$ cat src/hw/mod_params_pkg.sv
package mod_params_pkg;

  // Segments with independent settings.
  localparam int num_segment = 2;

  // System time is coarsened by this shift before dividing.
  localparam int time_shift = 8;

  // Dividend and quotient width of each divider.
  localparam int div_width = 48;

  // Input register plus one stage per quotient bit.
  localparam int div_latency = div_width + 1;

  // Settling time after a settings change.
  // Latch, two dividers, index register and one spare cycle.
  localparam int total_latency = 1 + 2 * div_latency + 2;

  // Samples per segment.
  localparam int table_depth = 256;
  localparam int table_addr_width = $clog2(table_depth);

endpackage

$ cat src/hw/mod_types_pkg.sv
package mod_types_pkg;
  import mod_params_pkg::*;

  // Free-running system time.
  typedef logic [60:0] sys_time_t;

  // Frequency divider, also used for cycle + 1.
  typedef logic [15:0] freq_div_t;

  // Cycle setting, equal to the last index of a period.
  typedef logic [14:0] cycle_t;

  typedef logic [14:0] idx_t;

  // Modulation amplitude.
  typedef logic [7:0] sample_t;

  typedef logic [$clog2(num_segment)-1:0] seg_t;

  typedef enum logic {
    IDLE,
    LOAD
  } loader_state_t;

endpackage

$ cat src/hw/mod_settings_loader.sv
`timescale 1ns/1ps
module mod_settings_loader
  import mod_params_pkg::*, mod_types_pkg::*;
(
  input  logic      CLK,
  input  logic      rst,
  input  logic      update_settings_in,
  input  cycle_t    cycle [num_segment],
  input  freq_div_t freq_div [num_segment],
  input  seg_t      seg_sel,
  output freq_div_t cycle_len [num_segment],
  output freq_div_t div_value [num_segment],
  output seg_t      req_seg,
  output logic      update_settings_out
);

  loader_state_t state;
  logic [$clog2(total_latency + 1)-1:0] cnt;

  // Divisors start at 1 so the dividers never see zero.
  always_ff @(posedge CLK) begin
    if (rst) begin
      for (int i = 0; i < num_segment; i++) begin
        div_value[i] <= freq_div_t'(1);
        cycle_len[i] <= freq_div_t'(1);
      end
      req_seg <= '0;
    end else if (state == IDLE && update_settings_in) begin
      for (int i = 0; i < num_segment; i++) begin
        div_value[i] <= freq_div[i];
        cycle_len[i] <= {1'b0, cycle[i]} + 1'b1;
      end
      req_seg <= seg_sel;
    end
  end

  always_ff @(posedge CLK) begin
    if (rst) begin
      state <= IDLE;
      cnt <= '0;
      update_settings_out <= 1'b0;
    end else begin
      case (state)
        IDLE: begin
          update_settings_out <= 1'b0;
          cnt <= '0;
          if (update_settings_in) state <= LOAD;
        end
        LOAD: begin
          cnt <= cnt + 1'b1;
          // Old settings have left the pipeline.
          if (cnt == total_latency) begin
            update_settings_out <= 1'b1;
            state <= IDLE;
          end
        end
        default: state <= IDLE;
      endcase
    end
  end

  a_single_pulse: assert property (@(posedge CLK) disable iff (rst)
    update_settings_out |=> !update_settings_out);

endmodule

$ cat config.mk
export PLATFORM = sky130hd
export DESIGN_NAME = mod_settings_loader
export DESIGN_NICKNAME = d
export VERILOG_FILES = /design/src/hw/mod_params_pkg.sv /design/src/hw/mod_types_pkg.sv /design/src/hw/mod_settings_loader.sv
export SDC_FILE = /design/constraint.sdc
export NUM_CORES = 1
export LEC_CHECK = 0
export BUFFER_PORTS_ARGS = -buffer_cell sky130_fd_sc_hd__buf_2
export CORE_AREA = 2 2 113 60
export CTS_BUF_LIST = sky130_fd_sc_hd__clkbuf_16
export DETAILED_ROUTE_END_ITERATION = 6
export DIE_AREA = 0 0 115 62
export PLACE_DENSITY = 0.84
export REMOVE_ABC_BUFFERS = 1
export SYNTH_ARGS = -nofsm -noshare
export SYNTH_HDL_FRONTEND = slang
export SYNTH_SLANG_ARGS = --single-unit
$ cat constraint.sdc
create_clock -name CLK -period 4.6 [get_ports CLK]
set_clock_uncertainty 0.15 [all_clocks]
set_input_delay 0.46 -clock CLK [delete_from_list [all_inputs] [get_ports CLK]]
set_output_delay 0.46 -clock CLK [all_outputs]
set_load 0.01 [all_outputs]
**After elaboration in Yosys (flattened, before gate mapping)**

Cells that the tools add are included.

- Output and inout port bits: 66
- Flip-flop bits (word level): 74
- Bits of input ports: 66
- Logic and storage cells: 21

- Reductions and logical operators: 1
- Multiplexer cells: 6
- Bitwise gates (word level): 1
- Equality and inequality tests: 2
- Add/sub/neg operators: 3

Operators by type and width:

| kind | count |
|---|---|
| 15-bit by 1-bit adder with 16-bit output, second input constant | 2 |
| 7-bit one-hot mux with 2 select lines | 1 |
| 7-bit by 1-bit adder with 7-bit output, second input constant | 1 |
| 7-bit equality test, second input constant | 1 |
| 1-bit one-hot mux with 2 select lines | 2 |
| 1-bit two-way mux | 3 |
| 2-bit by 1-bit inequality test with 1-bit output, second input constant | 1 |
| 1-bit logical AND | 1 |
| 1-bit NOT | 1 |

**Longest topological paths before layout**

- Depth after elaboration: 3
- Gate-level depth with buffers: 6
- Gate-level depth less buffers: 6

**Worst setup path after synthesis**

No wires, ideal clock.

- Path kind: in2reg
- Start point: input cycle[15] (netlist name)
- End point: register cycle_len[26] (netlist name)
- Cell stages on the path: 5
- Path slack: 2767 ps
- Data required time: 4371 ps
- Buffers on the path: 0
- Data arrival time: 1604 ps
- Library setup time: 79 ps
- Path through: ha_1 > inv_1 > or4_4 > xor2_1 > a211oi_2

- Word-level cells in the longest chain between the ends: 1

Ends and longest elaborated chain:

| item | line | RTL |
|---|---|---|
| start, declared | mod_settings_loader.sv:8 | `input cycle_t cycle [num_segment],` |
| 15-bit by 1-bit adder with 16-bit output | mod_settings_loader.sv:31 | `cycle_len[i] <= {1'b0, cycle[i]} + 1'b1;` |
| end signal, assigned by index | mod_settings_loader.sv:25 | `cycle_len[i] <= freq_div_t'(1);` |
| end signal, assigned by index | mod_settings_loader.sv:31 |  |
| end, declared | mod_settings_loader.sv:11 | `output freq_div_t cycle_len [num_segment],` |

Every way passes these cells.
A chain may end at the register's enable or synchronous reset.

**Final worst setup path**

- Start point: register state
- End point: register cycle_len[21] (netlist name)

- Word-level cells in the longest chain between the ends: 2

Ends and longest elaborated chain:

| item | line | RTL |
|---|---|---|
| start, declared | mod_settings_loader.sv:17 | `loader_state_t state;` |
| start signal, assigned | mod_settings_loader.sv:39 | `state <= IDLE;` |
| start signal, assigned | mod_settings_loader.sv:47 | `if (update_settings_in) state <= LOAD;` |
| start signal, assigned | mod_settings_loader.sv:54 | `state <= IDLE;` |
| 1-bit NOT | -- |  |
| 1-bit logical AND | mod_settings_loader.sv:28 | `end else if (state == IDLE && update_settings_in) begin` |

Every way passes these cells.

==> summary.md <==
| Metric | Value |
|---|---|
| GRT Overall Usage | `20.79%` |
| Setup Total Neg Slack | `0 ns` |
| GR Overflow Total | `0` |
| Rows | `21` |
| Critical path class | `reg -> reg` |
| Drt first pass iters | `4` |
| Hpwl dp | `5.658 mm` |
| Period utilisation layout | `48.59%` |
| Die width | `115 um` |
| Vias in the first global route | `2,526` |
| Maximum clock frequency | `447.4 MHz` |
| Wire per inst | `13.33 um` |
| Layout cells sized above 1 | `30.38%` |
| Worst relative slew slack | `36.07%` |
| Crit path time final | `2.235 ns` |
| Die height | `62 um` |
| Worst Max-Slew Pin Slew | `0.9570 ns` |
| Area Growth Syn to Fin | `30.58%` |
| CTS Root Cell | `clkbuf_16` |
| Crit start category | `flip-flop` |
| Via count | `2,982` |
| Gpl congestion | `0.8539` |
| Synth warn | `0` |
| CP required | `4.66 ns` |
| Seq/Total Area, Yosys | `48.09%` |
| Crit path from | `state$_SDFF_PP0_` |
| Starting density of the core | `48.85%` |
| Core Area | `6306 sq um` |
| Slowest stage cell, crit path | `nor2b_4` |
| Final ANT Viol Nets | `0` |
| I/O pin count | `132` |
| Final setup viols | `0` |
| RR Startpoint | `state$_SDFF_PP0_` |
| Status | `complete, no violations` |
| Leak | `1.756 nW` |
| Peak VDD IR | `283.4 uV` |
| WP data arrival | `2.30 ns` |
| Final nets | `564` |
| Slew Limit Fails | `0` |
| # hold bufs at CTS | `0` |
| Hold Path Depth | `3` |
| Critical path's largest stage delay | `0.76 ns` |
| CP Cell Sequence | `nor2b_4 -> buf_4 -> nor2_1 -> a311oi_1` |
| Cell family with most CP delay | `simple AND/OR/NAND/NOR gates` |
| CTS tree | `yes` |
| Hold_sp | `seg_sel` |
| Crit Path Max Fanout | `46` |
| Mapped cell area | `3080 sq um` |
| DRT Wirelength | `7.692 mm` |
| Post-CTS setup buffer count | `0` |
| CTS Buf Count | `9` |
| Pre-CTS WS | `2.143 ns` |
| Fin. Hold Viols | `0` |
| Cts repair resizes | `0` |
| Netlist cell types | `30` |
| PwrDens | `372.0 nW/um^2` |
| Initial antenna violation count | `0` |
| Clk slew on worst S/H paths | `0.06 ns` |
| CP endpoint kind | `flip-flop` |
| Avg Cell Area, Syn | `8.281 sq um` |
| Htree depth | `3` |
| Max-Cap Viols | `0` |
| Synth Instances | `372` |
| Longest Clk Path Bufs | `2` |
| Utilization of the core after routing | `63.79%` |
| Post-synthesis register bit count | `74` |
| Drt drc | `0` |
| Die area | `7130 sq um` |
| CTS sink cnt | `74` |
| Clk_lat worst skew | `0.31 ns` |
| Commonest cells after routing, fill and taps aside | `buf_2 (131), nand2_1 (81), dfxtp_1 (74)` |
| RSZ-0062 raised after global routing | `no` |
| Hold WC Path Type | `in -> reg` |
| Pin count of the biggest net entering global routing | `48` |
| DRT iter0 DRCs | `196` |
| Worst Slack Setup Final | `2.365 ns` |
| N_diodes | `0` |
| R2R cell count | `4` |
| Buf/Inv on CP | `1` |
| Vias per inst | `5.168` |
| Global-route wire length before repair | `11.46 mm` |
| Crit. path cell count | `4` |
| PortBufs | `131` |
| Most common cell after layout, fill and taps aside | `buf_2` |
==> Yosys cell counts (all sizes together) <==
cell type   n  area share [%]
nand2      81             9.9
dfxtp      74              48
a21oi      38             6.2
nor2       36             4.4
a211oi     23             5.8
clkbuf     20             2.4
xnor2      16             4.5
nand3      15             2.4
xor2       10             2.8
nand4       9             2.5
nor4        9             2.0
inv         5            0.61
nor3        5            0.81
o21ai       5            0.81
or3         5             1.0
ha          4             1.6
a311oi      3            0.85
buf         3            0.41
nand2b      3            0.61
a211o       2            0.57
nand3b      2            0.49
and4        1            0.32
nor2b       1            0.20
or2         1            0.20
or4         1            0.37
==> logic make-up (layout without fill, tap and decap cells) <==
kind of cell | after synthesis | after routing | synth area share (%)
and+or+nand+nor | 169 | 169 | 25.26
DFF | 74 | 74 | 48.09
AOI/OAI and AO/OA | 71 | 71 | 14.18
buffers and inverters | 28 | 153 | 3.452
xor gates and xnor gates | 26 | 26 | 7.392
adders and majority gates | 4 | 4 | 1.625
==> through the flow <==
step	hold slack, ns	cells	total power [W]	area (sq um)
final	0.2321	577	0.001497	4023
after CTS	0.2216	577	0.001511	4023
after floorplan	0.2834	349	0.0008266	2993
after global routing	0.2282	577	0.001565	4023
after detailed placement	0.2965	563	0.0009363	3779
after global placement	0.2896	563	0.0009279	3779
==> path summary, 6_finish.rpt <==
check / endpoint / slack [ns]
setup / recovery: cycle_len[21]$_SDFFE_PP0P_ / 2.36
hold / removal: req_seg$_SDFFE_PP0P_ / 0.23
setup reg to reg: cycle_len[21]$_SDFFE_PP0P_ / 2.36
hold reg to reg: div_value[15]$_SDFFE_PP0P_ / 0.30
==> routing by layer <==
metal  track usage, %  wire (um)
met1            24.78       3459
met2            34.96       3440
met3            9.699        739
met4            5.336         53
met5                0          0
==> cell type report <==
type                    instances  area, sq um
fillers                       564         2283
repair buffers                134        678.2
clock inverters                 5        18.77
flip-flops and latches         74         1481
inverters                       5        18.77
multi-input cells             270         1500
well taps                      80        100.1
clock buffers                   9        225.2
==> tightest hold or removal path, stage by stage <==
cell and delay (ns):
buf_2 0.10, nand2_1 0.05, a21oi_1 0.05
==> where the power goes <==
part / total [W] / switching, W / internal, W
combinational: 0.000217 / 0.000128 / 0.0000884
clock: 0.000574 / 0.000226 / 0.000348
sequential: 0.000706 / 0.0000216 / 0.000684
total: 0.00150 / 0.000376 / 0.00112
==> state kept, by name, summed over array words and instances, names as in the netlist <==
register             flops
cnt                      7
cycle_len               32
div_value               32
req_seg                  1
state                    1
update_settings_out      1
Note: power is estimated with default switching activity, not from simulation.
