[config.mk]
export PLATFORM = sky130hd
export DESIGN_NAME = mod_sample_table
export DESIGN_NICKNAME = d
export VERILOG_FILES = /design/src/hw/mod_params_pkg.sv /design/src/hw/mod_types_pkg.sv /design/src/hw/mod_sample_table.sv
export SDC_FILE = /design/constraint.sdc
export NUM_CORES = 2
export LEC_CHECK = 0
export ABC_AREA = 1
export BUFFER_PORTS_ARGS = -buffer_cell sky130_fd_sc_hd__buf_2
export CAP_MARGIN = 40
export CORE_MARGIN = 8
export CORE_UTILIZATION = 35
export DETAILED_ROUTE_END_ITERATION = 8
export PLACE_DENSITY = 0.51
export RECOVER_POWER = 50
export SLEW_MARGIN = 10
export SYNTH_ARGS = -nofsm -noshare
export SYNTH_HDL_FRONTEND = slang
export SYNTH_SLANG_ARGS = --single-unit
[constraint.sdc]
create_clock -name CLK -period 3.6 [get_ports CLK]
set_clock_uncertainty 0.05 [all_clocks]
set_input_delay 0.18 -clock CLK [delete_from_list [all_inputs] [get_ports CLK]]
set_output_delay 0.18 -clock CLK [all_outputs]
set_load 0.005 [all_outputs]
[src/hw/mod_params_pkg.sv]
package mod_params_pkg;

  // Segments with independent settings.
  localparam int num_segment = 2;

  // System time is coarsened by this shift before dividing.
  localparam int time_shift = 8;

  // Dividend and quotient width of each divider.
  localparam int div_width = 48;

  // Input register plus one stage per quotient bit.
  localparam int div_latency = div_width + 1;

  // Settling time after a settings change.
  // Latch, two dividers, index register and one spare cycle.
  localparam int total_latency = 1 + 2 * div_latency + 2;

  // Samples per segment.
  localparam int table_depth = 256;
  localparam int table_addr_width = $clog2(table_depth);

endpackage

[src/hw/mod_types_pkg.sv]
package mod_types_pkg;
  import mod_params_pkg::*;

  // Free-running system time.
  typedef logic [60:0] sys_time_t;

  // Frequency divider, also used for cycle + 1.
  typedef logic [15:0] freq_div_t;

  // Cycle setting, equal to the last index of a period.
  typedef logic [14:0] cycle_t;

  typedef logic [14:0] idx_t;

  // Modulation amplitude.
  typedef logic [7:0] sample_t;

  typedef logic [$clog2(num_segment)-1:0] seg_t;

  typedef enum logic {
    IDLE,
    LOAD
  } loader_state_t;

endpackage

[src/hw/mod_sample_table.sv]
`timescale 1ns/1ps
module mod_sample_table
  import mod_params_pkg::*, mod_types_pkg::*;
(
  input  logic                        CLK,
  input  logic                        rst,
  input  logic                        wr_en,
  input  seg_t                        wr_seg,
  input  logic [table_addr_width-1:0] wr_addr,
  input  sample_t                     wr_data,
  input  idx_t                        idx [num_segment],
  input  logic                        idx_valid [num_segment],
  input  seg_t                        req_seg,
  input  logic                        update_settings,
  output seg_t                        active_seg,
  output sample_t                     sample,
  output logic                        sample_valid
);

  sample_t rd_word [num_segment];

  for (genvar i = 0; i < num_segment; i++) begin : gen_mem
    sample_t mem [table_depth];

    always_ff @(posedge CLK) begin
      if (wr_en && wr_seg == seg_t'(i)) mem[wr_addr] <= wr_data;
    end

    // Index sits below the cycle setting, so the low bits address it.
    assign rd_word[i] = mem[idx[i][table_addr_width-1:0]];

    a_idx_in_table: assert property (@(posedge CLK) disable iff (rst)
      idx_valid[i] |-> idx[i] < table_depth);
  end

  // Swap only once the new settings have drained through.
  always_ff @(posedge CLK) begin
    if (rst) begin
      active_seg <= '0;
      sample_valid <= 1'b0;
    end else begin
      if (update_settings) active_seg <= req_seg;
      sample_valid <= idx_valid[active_seg];
    end
  end

  always_ff @(posedge CLK) begin
    sample <= rd_word[active_seg];
  end

endmodule

[Word level (Yosys, flattened, before mapping)]
Memories as Yosys holds them, arrays and structs flattened.
Index checks and enable logic that the tools add are counted.
Operators by class
  mux-type cells: 10
  bitwise operators: 2
  magnitude comparators: 1
  reductions and logical operators: 2
Operators by type and width (count)
  2-to-1 mux 8 bit: 3
  2-to-1 mux 1 bit: 7
  >= comparator 2 bit (second input constant): 1
  logical AND 1 bit: 2
  inverter 1 -> 2 bit: 1
  inverter 1 bit: 1
Word-level totals
  register bits after elaboration: 10
  input port bits: 54
  logic and storage cells: 20
  memories: 2
  RAM bits: 4096
  output and inout port bits: 10
Memory list
  gen_mem[0].mem: depth 256, bits a word 8, read ports 1, clocked after memory_dff 0, wr ports 1, line mod_sample_table.sv:23  | sample_t mem [table_depth];
  gen_mem[1].mem: depth 256, bits a word 8, read ports 1, clocked after memory_dff 0, wr ports 1, line mod_sample_table.sv:23

[Logic depth before layout (Yosys ltp)]
  depth in word-level cells: 4
  mapped depth: 15
  gate-level depth less buffers: 11

[Least setup slack after synthesis]
Ideal clock, no wire load.
  path type: input to register
  start point: in wr_addr[2]
  end point: mem gen_mem[0].mem[100][0] (netlist name), enable pin
  cell stages on the path: 5
  slack: 1.804 ns
  data required time: 3.167 ns
  arrival: 1.362 ns
  path buffers: 1
  cell sequence: inv_1 nor2_1 nand2_1 clkbuf_1 nor3_1
RTL lines
  from (decl): line mod_sample_table.sv:9  | input logic [table_addr_width-1:0] wr_addr,
  to (decl): line mod_sample_table.sv:23
Straight into the memory's write port.

[Final worst setup path]
  start point: in wr_data[5]
  end point: mem gen_mem[0].mem[182][5] (netlist name) (data pin)
RTL lines
  from (decl): line mod_sample_table.sv:10  | input sample_t wr_data,
Straight into the memory's write port.

==> results.sh <==
export IMPL_drc=0
export IMPL_globalplace_congestion=0.8141
export IMPL_vias=109256
export IMPL_avgSynthCellArea_um2=11.99
export IMPL_regArea_um2=123200
export IMPL_pwr_share_clk_pct=42.1
export IMPL_grt_pass1_wl_mm=729.7
export IMPL_rsz0062_at_grt="no"
export IMPL_holdPathEnd="gen_mem[1].mem[52][0]$_DFFE_PP_"
export IMPL_postCtsSetupBuffers=0
export IMPL_worstSetupPathType="primary input to register"
export IMPL_grt_pass1_vias=104315
export IMPL_p_int_mw=78.71
export IMPL_netlist_area_um2=167100
export IMPL_nNetsFinal=14433
export IMPL_die_y_um=706.9
export IMPL_yosysUniqueCellTypes=16
export IMPL_path_max_fanout=47
export IMPL_syn_nets=13993
export IMPL_core_area_um2=475100
export IMPL_ctsHoldBuffers=33
export IMPL_first_iter_violations=10045
export IMPL_violations="capacitance limit, slew limit"
export IMPL_fin_crit_sh_pct=93.21
export IMPL_synthCells=13939
export IMPL_status="finished with violations"
export IMPL_p_per_area_nw_per_um2=529.5
export IMPL_period_needed_ns=3.356
export IMPL_grt_total_usage_pct=19.28
export IMPL_cts_tree="done"
export IMPL_power_leakage_nw=67.15
export IMPL_worstSkewPairLatency_ns=0.99
export IMPL_yosys_warnings=0
export IMPL_cts_sinks=4106
export IMPL_post_drt_wl_per_cell_um=23.67
export IMPL_power_switching_mw=23.54
export IMPL_drive_gt1_share_pct=10.92
export IMPL_hpwlAfterDp_mm=290.7
export IMPL_clock_path_buffers=4
export IMPL_numCtsBuffers=435
export IMPL_io_pins=64
export IMPL_totalWireLength_mm=499.9
export IMPL_slew_violations=588
export IMPL_max_slew_margin_rel_pct=-123.6
export IMPL_final_setup_viol_count=0
export IMPL_final_util_pct=40.65
export IMPL_hp_class="primary input to register"
export IMPL_die_w_um=706.9
export IMPL_dp_cells=20284
export IMPL_ff2ff_setup_slack_ns=0.46
export IMPL_drv_cap=10
export IMPL_finalHoldViolCount=0
export IMPL_seq_power_share_pct=51.6
export IMPL_antenna_found_initial=26
export IMPL_critical_path_required_ns=4.25
export IMPL_reg2reg_to="sample[6]$_DFF_P_"
export IMPL_finalPower_mw=102.3
export IMPL_area_growth_pct=15.60
export IMPL_switching_share_pct=23.02
export IMPL_drt_first_pass_iters=6
export IMPL_cp_arrival_ns=4.01
export IMPL_cts_root_buf="clkbuf_16"
export IMPL_reg2regPathDepth=12
export IMPL_htree_levels=5
export IMPL_clk_pin_slew_worst_paths_ns=0.06
export IMPL_holdCritStartpoint="wr_addr[5]"
export IMPL_io_buffer_count=49
export IMPL_design_die_area_um2=499700
export IMPL_p_comb_share_pct=6.3
export IMPL_cp_end_kind="register"
export IMPL_final_antenna_net_count=0
export IMPL_multiInputGateArea_um2=38790
export IMPL_setup_tns_final_ns=0
export IMPL_fin_cells=21114
export IMPL_fmax_mhz=298.0
export IMPL_holdPathStages=5
export IMPL_post_cts_resize_count=0
export IMPL_ys_seq_area_share_pct=73.74
export IMPL_startpoint_type="primary input"
export IMPL_via_per_inst=5.175
export IMPL_fillers=44514
export IMPL_globalRoute_totalOverflow=0
export IMPL_vdd_ir_drop_max_mv=0.4090
export IMPL_start_util_pct=35.16
export IMPL_r2r_start="gen_mem[0].mem[255][6]$_DFFE_PP_"
export IMPL_rows=253
export IMPL_grt_start_max_net_pins=173
export IMPL_ys_ff_latch=4106
export IMPL_tightest_slew_ns=3.354
-- per-layer routing --
metal	vias up	global-route usage (%)	share of wire (%)	wire length (um)
met1	54333	26.96	44	219700
met4	8	5.432	3.0	15100
met3	728	2.674	5.8	28970
li1	50981	-	-	-
met5	-	0	0.011	55
met2	3206	31.43	47	236000
-- worst max-delay path by stage --
stage / cells past startpoint / to / from / slack (ns)
final: 3 / gen_mem[0].mem[182][5]$_DFFE_PP_ / wr_data[5] / 0.24
after global routing: 4 / gen_mem[0].mem[82][7]$_DFFE_PP_ / wr_data[7] / 0.21
after CTS: 12 / sample[6]$_DFF_P_ / gen_mem[0].mem[253][6]$_DFFE_PP_ / 0.54
after detailed placement: 14 / sample[1]$_DFF_P_ / idx[0] / 0.46
after global placement: 14 / sample[2]$_DFF_P_ / idx[0] / 0.46
after floorplan: 5 / gen_mem[0].mem[100][0]$_DFFE_PP_ / wr_addr[2] / 1.80
-- area by class of cell --
type / count / area share (%)
diodes: 9 / 0.01166
clock buffers: 514 / 5.845
clock inverters: 274 / 1.103
inverters: 30 / 0.09459
multi-input cells: 8752 / 20.08
flip-flops and latches: 4106 / 63.79
well taps: 6375 / 4.130
repair buffers: 1054 / 4.939
-- flip-flops by register name, indices dropped and copies added, names as in the netlist --
name,count
sample,8
active_seg,1
sample_valid,1
gen_mem.mem,4096
-- Yosys cell counts --
cell type / instances / share of area [%]
inv_1: 23 / 0.052
clkbuf_1: 287 / 0.64
clkinv_1: 1 / 0.0022
buf_4: 88 / 0.40
edfxtp_1: 4096 / 74
buf_6: 29 / 0.20
inv_2: 4 / 0.0090
a21oi_1: 2 / 0.0060
inv_4: 2 / 0.0075
nand2_1: 4144 / 9.3
buf_1: 119 / 0.27
nand3_1: 4080 / 12
dfxtp_1: 10 / 0.12
buf_2: 528 / 1.6
nor2_1: 14 / 0.031
nor3_1: 512 / 1.5
-- power groups by stage --
| stage | combinational (mW) | sequential (mW) | clock [mW] |
|---|---|---|---|
| after floorplan | 3.29 | 53.7 | 0 |
| after global placement | 6.49 | 53.7 | 0 |
| after detailed placement | 6.53 | 53.7 | 0 |
| after CTS | 6.58 | 52.7 | 43.8 |
| after global routing | 7.00 | 52.7 | 45.5 |
| final | 6.49 | 52.7 | 43.0 |
-- cells by family after synthesis --
| kind of cell | after synthesis | share of synthesized area, % |
|---|---|---|
| buffers and inverters | 1081 | 3.155 |
| AOI/OAI and AO/OA | 2 | 0.005992 |
| and+or+nand+nor | 8750 | 23.10 |
| DFF | 4106 | 73.74 |
-- layout by cell type (no fill, tap or decap), types with 2 or more instances in the layout --
cell type	n
a21oi_1	2
buf_12	140
buf_16	2
buf_2	36
buf_4	760
buf_6	2
buf_8	6
bufinv_16	31
clkbuf_1	116
clkbuf_16	440
clkbuf_2	24
clkbuf_4	7
clkinv_1	129
clkinv_2	91
clkinv_4	2
clkinv_8	4
clkinvlp_4	7
dfxtp_1	10
diode_2	9
dlygate4sd3_1	33
edfxtp_1	4096
inv_1	19
inv_16	3
inv_2	2
inv_6	10
inv_8	4
nand2_1	4115
nand2_2	12
nand2_4	17
nand3_1	4080
nor2_1	14
nor3_1	506
nor3_2	6
-- worst max-delay path: stages --
cell and delay, ns:
dlygate4sd3_1 0.55, dlymetal6s4s_1 2.45, clkbuf_2 0.74
-- through the flow --
step	setup slack (ns)	hold WS [ns]	instance area [um^2]
2_1_floorplan	1.804	0.1991	167100
6_report	0.2445	0.05942	193100
4_1_cts	0.5372	0.0004542	193600
5_1_grt	0.2067	0.07510	193100
3_5_place_dp	0.4633	0.3134	179900
3_3_place_gp	0.4602	0.3076	179700
(Power assumes the default switching activity.)
